==> src/hw/mat_pkg.sv <==
package mat_pkg;

  //////////////////////////////
  // Sizes
  //////////////////////////////

  // Matrix order
  localparam int DIM = 4;

  // Unsigned operand width
  localparam int DATA_W = 8;

  // Wide enough for DIM products of 255 x 255
  localparam int ACC_W = 20;

  localparam int IDX_W = $clog2(DIM);

  // Last operand pair reaches cell (DIM-1, DIM-1) on the final step
  localparam int FEED_STEPS = 3 * DIM - 2;
  localparam int STEP_W = $clog2(FEED_STEPS);

  //////////////////////////////
  // Types
  //////////////////////////////

  typedef logic [DATA_W-1:0] elem_t;
  typedef elem_t [DIM-1:0] row_t;
  typedef logic [ACC_W-1:0] sum_t;
  typedef sum_t [DIM-1:0] sum_row_t;

  // Load opcode
  typedef enum logic {
    MAT_A,
    MAT_B
  } mat_sel_e;

  typedef enum logic [2:0] {
    ST_IDLE,
    ST_CLEAR,
    ST_RUN,
    ST_CAPTURE,
    ST_DONE
  } ctrl_state_e;

endpackage

==> src/hw/array_feed_if.sv <==
`timescale 1ns/1ps

interface array_feed_if import mat_pkg::*; ();

  // Skewed operands entering the west and north edges
  row_t a_edge;
  row_t b_edge;

  // Shift and accumulate enable
  logic feed_en;

  // Zeroes every sum and forwarding register
  logic clear;

  modport source (
    output a_edge,
    output b_edge
  );

  modport steer (
    output feed_en,
    output clear
  );

  modport array (
    input a_edge,
    input b_edge,
    input feed_en,
    input clear
  );

endinterface

==> src/hw/mac_pe.sv <==
`timescale 1ns/1ps

module mac_pe import mat_pkg::*; (
  input  logic  clk,
  input  logic  reset,
  input  logic  en,
  input  logic  clear,
  input  elem_t a_in,
  input  elem_t b_in,
  output elem_t a_out,
  output elem_t b_out,
  output sum_t  sum
);

  sum_t product;

  // 8 x 8 unsigned product, zero extended to the sum width
  assign product = ACC_W'(a_in) * ACC_W'(b_in);

  always_ff @(posedge clk) begin
    if (reset || clear) begin
      sum   <= '0;
      a_out <= '0;
      b_out <= '0;
    end else if (en) begin
      sum   <= sum + product;
      // One hop per cycle to the east and south neighbors
      a_out <= a_in;
      b_out <= b_in;
    end
  end

endmodule

==> src/hw/matmul_ctrl.sv <==
`timescale 1ns/1ps

module matmul_ctrl import mat_pkg::*; (
  input  logic               clk,
  input  logic               reset,

  // Four-phase start handshake
  input  logic               req,
  output logic               ack,

  // Step counter
  input  logic               last_step,
  output logic               cnt_run,

  // Result store load strobe
  output logic               capture,

  array_feed_if.steer        feed
);

  ctrl_state_e state;
  ctrl_state_e state_next;

  //////////////////////////////
  // State register
  //////////////////////////////

  always_ff @(posedge clk) begin
    if (reset) begin
      state <= ST_IDLE;
    end else begin
      state <= state_next;
    end
  end

  //////////////////////////////
  // Next state
  //////////////////////////////

  always_comb begin
    state_next = state;
    case (state)
      ST_IDLE: begin
        if (req) begin
          state_next = ST_CLEAR;
        end
      end
      // One cycle to wipe the previous run
      ST_CLEAR: begin
        state_next = ST_RUN;
      end
      ST_RUN: begin
        if (last_step) begin
          state_next = ST_CAPTURE;
        end
      end
      ST_CAPTURE: begin
        state_next = ST_DONE;
      end
      // Hold ack until the requester drops req
      ST_DONE: begin
        if (!req) begin
          state_next = ST_IDLE;
        end
      end
      default: begin
        state_next = ST_IDLE;
      end
    endcase
  end

  // Moore outputs, all low in idle
  assign feed.clear   = (state == ST_CLEAR);
  assign feed.feed_en = (state == ST_RUN);
  assign cnt_run      = (state == ST_RUN);
  assign capture      = (state == ST_CAPTURE);
  assign ack          = (state == ST_DONE);

endmodule

==> src/hw/matmul_top.sv <==
`timescale 1ns/1ps

module matmul_top import mat_pkg::*; (
  input  logic             clk,
  input  logic             reset,

  // Row load port
  input  logic             load_en,
  input  mat_sel_e         load_sel,
  input  logic [IDX_W-1:0] load_row,
  input  row_t             load_data,

  // Start handshake
  input  logic             req,
  output logic             ack,

  // Result read port
  input  logic [IDX_W-1:0] rd_row,
  output sum_row_t         rd_data
);

  logic              cnt_run;
  logic              last_step;
  logic [STEP_W-1:0] step;
  logic              capture;
  sum_row_t [DIM-1:0] sums;

  array_feed_if feed_if ();

  //////////////////////////////
  // Control
  //////////////////////////////

  matmul_ctrl ctrl_i (
    .clk       (clk),
    .reset     (reset),
    .req       (req),
    .ack       (ack),
    .last_step (last_step),
    .cnt_run   (cnt_run),
    .capture   (capture),
    .feed      (feed_if)
  );

  step_counter step_cnt_i (
    .clk       (clk),
    .reset     (reset),
    .cnt_run   (cnt_run),
    .step      (step),
    .last_step (last_step)
  );

  //////////////////////////////
  // Datapath
  //////////////////////////////

  operand_bank opnd_i (
    .clk       (clk),
    .reset     (reset),
    .load_en   (load_en),
    .load_sel  (load_sel),
    .load_row  (load_row),
    .load_data (load_data),
    .step      (step),
    .feed      (feed_if)
  );

  systolic_array array_i (
    .clk   (clk),
    .reset (reset),
    .feed  (feed_if),
    .sums  (sums)
  );

  result_bank result_i (
    .clk     (clk),
    .reset   (reset),
    .capture (capture),
    .sums    (sums),
    .rd_row  (rd_row),
    .rd_data (rd_data)
  );

endmodule

==> src/hw/operand_bank.sv <==
`timescale 1ns/1ps

module operand_bank import mat_pkg::*; (
  input  logic              clk,
  input  logic              reset,

  // Row write port
  input  logic              load_en,
  input  mat_sel_e          load_sel,
  input  logic [IDX_W-1:0]  load_row,
  input  row_t              load_data,

  // Current feed step
  input  logic [STEP_W-1:0] step,

  array_feed_if.source      feed
);

  // a_mem[i][k] is A[i][k], b_mem[k][j] is B[k][j]
  row_t a_mem [DIM];
  row_t b_mem [DIM];

  //////////////////////////////
  // Storage
  //////////////////////////////

  always_ff @(posedge clk) begin
    if (reset) begin
      for (int r = 0; r < DIM; r++) begin
        a_mem[r] <= '0;
        b_mem[r] <= '0;
      end
    end else if (load_en) begin
      if (load_sel == MAT_A) begin
        a_mem[load_row] <= load_data;
      end else begin
        b_mem[load_row] <= load_data;
      end
    end
  end

  //////////////////////////////
  // Skewed edge feed
  //////////////////////////////

  // Row i and column j start i or j steps late, zero outside the matrix
  always_comb begin
    int idx;
    feed.a_edge = '0;
    feed.b_edge = '0;
    for (int n = 0; n < DIM; n++) begin
      idx = int'(step) - n;
      if (idx >= 0 && idx < DIM) begin
        feed.a_edge[n] = a_mem[n][idx[IDX_W-1:0]];
        feed.b_edge[n] = b_mem[idx[IDX_W-1:0]][n];
      end
    end
  end

endmodule

==> src/hw/result_bank.sv <==
`timescale 1ns/1ps

module result_bank import mat_pkg::*; (
  input  logic               clk,
  input  logic               reset,

  // Snapshot strobe at the end of a run
  input  logic               capture,
  input  sum_row_t [DIM-1:0] sums,

  // Row read port
  input  logic [IDX_W-1:0]   rd_row,
  output sum_row_t           rd_data
);

  //////////////////////////////
  // Result registers
  //////////////////////////////

  // Holds C of the last captured run
  sum_row_t [DIM-1:0] results;

  always_ff @(posedge clk) begin
    if (reset) begin
      results <= '0;
    end else if (capture) begin
      results <= sums;
    end
  end

  //////////////////////////////
  // Read mux
  //////////////////////////////

  // Combinational row select
  assign rd_data = results[rd_row];

endmodule

==> src/hw/step_counter.sv <==
`timescale 1ns/1ps

module step_counter import mat_pkg::*; (
  input  logic              clk,
  input  logic              reset,
  input  logic              cnt_run,
  output logic [STEP_W-1:0] step,
  output logic              last_step
);

  logic [STEP_W-1:0] count;

  // Counts feed steps, parks at zero between runs
  always_ff @(posedge clk) begin
    if (reset) begin
      count <= '0;
    end else if (cnt_run) begin
      count <= count + 1'b1;
    end else begin
      count <= '0;
    end
  end

  assign step = count;

  // Final feed step
  assign last_step = (count == STEP_W'(FEED_STEPS - 1));

endmodule

==> src/hw/systolic_array.sv <==
`timescale 1ns/1ps

module systolic_array import mat_pkg::*; (
  input  logic               clk,
  input  logic               reset,
  array_feed_if.array        feed,
  output sum_row_t [DIM-1:0] sums
);

  // Operands into and out of each cell
  elem_t a_in  [DIM][DIM];
  elem_t b_in  [DIM][DIM];
  elem_t a_out [DIM][DIM];
  elem_t b_out [DIM][DIM];

  for (genvar i = 0; i < DIM; i++) begin : g_row
    for (genvar j = 0; j < DIM; j++) begin : g_col

      // A moves east along the row
      if (j == 0) begin : g_west
        assign a_in[i][j] = feed.a_edge[i];
      end else begin : g_a_link
        assign a_in[i][j] = a_out[i][j-1];
      end

      // B moves south down the column
      if (i == 0) begin : g_north
        assign b_in[i][j] = feed.b_edge[j];
      end else begin : g_b_link
        assign b_in[i][j] = b_out[i-1][j];
      end

      mac_pe pe_i (
        .clk   (clk),
        .reset (reset),
        .en    (feed.feed_en),
        .clear (feed.clear),
        .a_in  (a_in[i][j]),
        .b_in  (b_in[i][j]),
        .a_out (a_out[i][j]),
        .b_out (b_out[i][j]),
        .sum   (sums[i][j])
      );

    end
  end

endmodule

==> config.mk <==
export PLATFORM = sky130hd
export DESIGN_NAME = matmul_top
export DESIGN_NICKNAME = d
export VERILOG_FILES = /design/src/hw/mat_pkg.sv /design/src/hw/array_feed_if.sv /design/src/hw/mac_pe.sv /design/src/hw/matmul_ctrl.sv /design/src/hw/matmul_top.sv /design/src/hw/operand_bank.sv /design/src/hw/result_bank.sv /design/src/hw/step_counter.sv /design/src/hw/systolic_array.sv
export SDC_FILE = /design/constraint.sdc
export NUM_CORES = 2
export LEC_CHECK = 0
export BUFFER_PORTS_ARGS = -buffer_cell sky130_fd_sc_hd__buf_2
export CAP_MARGIN = 10
export CORE_AREA = 2 2 504 381
export CTS_BUF_LIST = sky130_fd_sc_hd__clkbuf_8 sky130_fd_sc_hd__clkbuf_16
export DETAILED_ROUTE_END_ITERATION = 8
export DIE_AREA = 0 0 506 383
export PLACE_DENSITY = 0.61
export SYNTH_ARGS = -nofsm -noshare
export SYNTH_HDL_FRONTEND = slang
export SYNTH_SLANG_ARGS = --single-unit
==> constraint.sdc <==
create_clock -name clk -period 13.12 [get_ports clk]
set_clock_uncertainty 0.2 [all_clocks]
set_input_delay 3.28 -clock clk [delete_from_list [all_inputs] [get_ports clk]]
set_output_delay 3.28 -clock clk [all_outputs]
set_load 0.005 [all_outputs]
* After elaboration in Yosys (flattened, before gate mapping) *
Memories as Yosys holds them, arrays and structs flattened. A register that Yosys moved wholly into a read port is not among the register bits.
Index checks and enable logic that the tools add are counted.

storage, ports and cells
  flip-flop bits (word level) = 839
  bits in writable memories = 256
  input bits = 41
  output and inout port bits = 81
  logic and storage cells = 167
  memories = 2

operators by class
  add/sub/neg operators = 20
  multipliers = 16
  order comparisons = 13
  eq/ne operators = 8
  mux-type cells = 39
  bitwise logic cells = 1
  reductions and logical operators = 10

memories
  name          words  bits a word  rd ports  clocked after memory_dff  wr ports  line                text
  opnd_i.a_mem  4      32           4         0                         4         operand_bank.sv:20  row_t a_mem [DIM];
  opnd_i.b_mem  4      32           4         1                         4         operand_bank.sv:21  row_t b_mem [DIM];

operators by type and width
  operator             count
  $add 20x16->20       16
  $mul 8x8->16         16
  $bmux 80 s2          1
  $ge 32x1->1 const B  3
  $lt 32x4->1 const B  3
  $mux 8               12
  $mux 80              1
  $bmux 8 s2           4
  $mux 32              2
  $reduce_or 32->1     2
  $lt 2x3->1 const B   5
  $pmux 3 s5           1
  $mux 1               12
  $sub 4x2->5 const B  2
  $mux 3               3
  $eq 3x2->1 const B   2
  $mux 2               3
  $ne 2x2->1 const B   3
  $sub 4x1->5 const B  1
  $add 4x1->4 const B  1
  $eq 4x4->1 const B   1
  $ge 4x1->1 const B   1
  $logic_and 1x1->1    4
  $lt 4x3->1 const B   1
  7 further kinds      7

* Depth between registers and ports, before layout *
  depth in word-level cells = 6
  gate-level depth with buffers = 26
  depth with buffers taken out = 24

* Modules after synthesis *
A second synthesis with hierarchy kept.

second synthesis, totals
  cells, all modules = 9456
  area total of the unflattened synthesis = 90375.4 µm²

by module, submodules not included
  module                                       instances  cells each  area an instance (µm²)  seq. area each (µm²)
  mac_pe (array_i.g_row[0].g_col[0].pe_i ...)  5          488         4144.0                  720.7
  mac_pe (array_i.g_row[1].g_col[2].pe_i ...)  5          461         4006.3                  720.7
  result_bank                                  1          1130        13304.0                 6406.1
  mac_pe (array_i.g_row[3].g_col[0].pe_i ...)  3          467         4052.6                  720.7
  operand_bank                                 1          737         11706.2                 7687.4
  mac_pe (array_i.g_row[2].g_col[3].pe_i)      1          479         4065.1                  720.7
  mac_pe (array_i.g_row[3].g_col[3].pe_i)      1          475         4051.4                  720.7
  mac_pe (array_i.g_row[0].g_col[1].pe_i)      1          456         4011.3                  720.7
  step_counter                                 1          18          175.2                   80.1
  matmul_ctrl                                  1          15          152.6                   60.1

* Least setup slack after synthesis *
OpenSTA, ideal clock, no wires.

  kind = input -> output
  from = input port rd_row[0]
  to = output port rd_data[0] (netlist bit)
  data arrival time = 4.606 ns
  data required time = 9.640 ns
  slack = 5.034 ns
  stages on the path = 3
  path buffers = 2
  cell sequence = clkbuf_1 buf_1 mux4_2

RTL lines
  item         line              text
  from (decl)  matmul_top.sv:18  input logic [IDX_W-1:0] rd_row,
  to (decl)    matmul_top.sv:19  output sum_row_t rd_data

==> impl_metrics.ini <==
[power_and_ir_drop]
power_density_nw_per_um2 = 89.17
power.leakage_uw = 0.03999
internal-power_uw = 5848
seqPwrFrac_pct = 44.2
irDropWorstVdd_mv = 0.1112
finalPower_uw = 8119
p_sw_share_pct = 27.98
clkPwrFrac_pct = 43.6
p_switching_uw = 2272
combPwrFrac_pct = 12.2

[layout]
finalNonFillerCells = 11960
multiInputGateArea_um2 = 52980
drive_gt1_share_pct = 5.960
fin_nets = 10820
area_delta_synth_final_pct = 7.638
fillers = 17930
regArea_um2 = 24490

[routing]
antenna_left = 0
dr.pass1.iters = 6
vias = 65740
drtIter0Drc = 6472
wl_per_cell_um = 21.67
drc = 0
via_per_inst = 5.497
drt_wl_total_um = 259200

[clocking]
clkSinkCount = 1095
clockRootBuffer = clkbuf_16
clk_pin_slew_ns = 0.06
postCtsResizedCells = 0
cts_setup_buffers = 0
cts_tree = built
htreeDepth = 3
cts_hold_buf = 0
cts_buffers = 117
clk_latency_ns = 0.79
clockBufferDepth = 3

[worst_setup_path]
start_kind = primary input
path_class = in2out
arrival_ns = 5.29
worstPathRequired_ns = 9.64
cp_max_fo = 51
cp-end-kind = primary output

[place]
port_buffers = 121
hpwl_um = 196900
placed_cells = 11730
place.gp.congestion = 0.9609

[hold_path]
hold_class = reg2reg

[yosys]
seq_area_frac_synth_pct = 28.94
postSynthCellCount = 9553
synthesis.nets = 11060
synth_top_flop_cell = dfxtp_1
synthArstFlopShare_pct = 0
synth_edf_count = 256
yosys_warnings = 0
synth_cell_types = 77
syn_area_um2 = 84590
ys_ff_latch = 1095
syn_area_per_cell_um2 = 8.855

[timing]
finalSetupTns_ns = 0
fmax_mhz = 114.1
worst_pin_slew_ns = 1.169
post-route-min-period_ns = 8.766
hold_violations = 0
slew_viol_final = 0
rsz0062_at_grt = false
setup-violations-final = 0
min_period_over_period_pct = 66.82
relSlewSlack_pct = 22.05

[global_route]
grt.overflow.total = 0
antenna_found_initial = 25
grt.total_usage_pct = 26.75
grt_pass1_wl_um = 397600
grt_max_degree = 165
grt_pass1_vias = 64210

[die]
ios = 122
num_rows = 139
die_area_um2 = 193800
core_um2 = 189600
fp.dieH_um = 383
start_util_pct = 44.62
fp.dieW_um = 506

[run]
cap_violations = 0

[outcome]
status = finished clean
-- worst max-delay path, stage by stage --
cell and delay [ns]:
buf_6 0.38, buf_4 0.79, mux4_2 0.63, buf_2 0.15
-- power by group through the flow --
| stage | clock, uW | combinational [uW] | sequential (uW) |
|---|---|---|---|
| 2_1_floorplan | 0 | 701 | 3620 |
| 3_3_place_gp | 0 | 958 | 3660 |
| 3_5_place_dp | 0 | 975 | 3660 |
| 4_1_cts | 3580 | 986 | 3590 |
| 5_1_grt | 3710 | 1090 | 3590 |
| 6_report | 3540 | 990 | 3590 |
-- metal layers --
layer / routed length, um / share of wire [%] / vias to the layer above / GRT usage [%]
li1: - / - / 30100 / -
met1: 113600 / 44 / 32900 / 38.02
met2: 112200 / 43 / 2345 / 40.39
met3: 24110 / 9.3 / 397 / 5.902
met4: 9104 / 3.5 / 8 / 8.452
met5: 215 / 0.083 / - / 0.7192
-- stage by stage --
| step | hold WS (ns) | worst slack, ns | cell area, um2 | util, % |
|---|---|---|---|---|
| 6_report | 0.2560 | 4.354 | 91050 | 48.03 |
| 2_1_floorplan | 0.2319 | 5.034 | 84590 | - |
| 3_3_place_gp | 0.2436 | 4.371 | 86900 | 45.84 |
| 4_1_cts | 0.2566 | 4.299 | 91030 | 48.02 |
| 3_5_place_dp | 0.2444 | 4.296 | 86900 | 45.84 |
| 5_1_grt | 0.2767 | 4.153 | 91030 | 48.02 |
-- area by class of cell --
class                           instances  area share [%]
Clock buffer                          137           3.543
Clock inverter                         84          0.9949
Antenna cell                           10         0.02748
Timing Repair Buffer                  179           1.219
Multi-Input combinational cell       6549           58.19
Inverter                             1369           5.644
Tap cell                             2538           3.488
Sequential cell                      1095           26.89
-- worst paths after layout --
kind,start,endpoint,slack [ns],cells after the start
worst max-delay path,rd_row[0],rd_data[52],4.35,4
worst max register to register,step_cnt_i.step[1],array_i.g_row[0].g_col[1].pe_i.sum[19],5.28,23
worst min-delay path,result_i.results[55],result_i.results[55],0.26,2
worst min register to register,result_i.results[55],result_i.results[55],0.26,2
-- cells by family after synthesis --
| kind of cell | after synthesis | synth area share [%] |
|---|---|---|
| adder cells (fa/ha/maj) | 1463 | 28.74 |
| buffers and inverters | 1909 | 8.528 |
| AO/OA/AOI/OAI | 1454 | 10.05 |
| XOR/XNOR | 140 | 1.450 |
| flip-flops | 1095 | 28.94 |
| AND/OR/NAND/NOR | 3324 | 18.20 |
| multiplexers | 168 | 4.091 |
-- registers in the layout, indices dropped and copies added (netlist names) --
| signal | count |
|---|---|
| array_i.g_row.g_col.pe_i.a_out | 96 |
| step_cnt_i.step | 4 |
| ctrl_i.state | 3 |
| opnd_i.b_mem | 128 |
| opnd_i.a_mem | 128 |
| result_i.results | 320 |
| array_i.g_row.g_col.pe_i.b_out | 96 |
| array_i.g_row.g_col.pe_i.sum | 320 |
-- Yosys cell counts, drive strengths merged, types with 6 or more instances --
cell type	number	area, um2
a32o	11	110.1
nand2b	40	250.2
a22o	6	52.55
a41oi	7	61.31
o31a	6	52.55
nor3b	13	97.59
xnor2	72	630.6
a211o	16	141.4
and2	787	4923
xor2	68	595.6
o211a	7	70.07
or3	33	206.5
nand2	1933	7256
o21ai	188	940.9
inv	1369	5139
nor2	183	686.9
o21a	58	435.4
edfxtp	256	7687
or2	12	75.07
nand3b	9	67.56
o31ai	20	150.1
mux4	142	3198
and3	71	444.2
fa	800	16020
nor4	9	56.30
nor3	81	410.4
o21bai	20	150.1
a21o	80	601.8
nand4	16	100.1
buf	67	300.3
or4	9	67.56
a21oi	846	4234
mux2i	24	240.2
a31oi	25	156.4
a21boi	10	75.07
nand3	65	325.3
a211oi	57	427.9
dfxtp	839	16800
o2111ai	10	87.58
ha	663	8295
nor2b	51	319.1
clkbuf	473	1775
o211ai	29	217.7
-- cells in the final DEF, fill, tap and decap left out, types with 40 or more instances in the layout --
master | synthesis | layout
nand2_1 | 1933 | 1932
inv_1 | 1369 | 1387
a21oi_1 | 846 | 846
dfxtp_1 | 839 | 837
fa_1 | 800 | 800
and2_1 | 786 | 786
ha_1 | 663 | 663
edfxtp_1 | 256 | 256
o21ai_0 | 186 | 186
nor2_1 | 183 | 178
mux4_2 | 142 | 142
clkbuf_16 | 0 | 119
buf_2 | 15 | 118
a21o_1 | 79 | 79
nor3_1 | 80 | 76
xnor2_1 | 72 | 72
and3_1 | 71 | 71
xor2_1 | 68 | 68
nand3_1 | 65 | 65
o21a_1 | 58 | 58
a211oi_1 | 57 | 57
buf_4 | 6 | 55
nor2b_1 | 51 | 51
nand2b_1 | 40 | 40
Power figures use the tool's default switching activity.
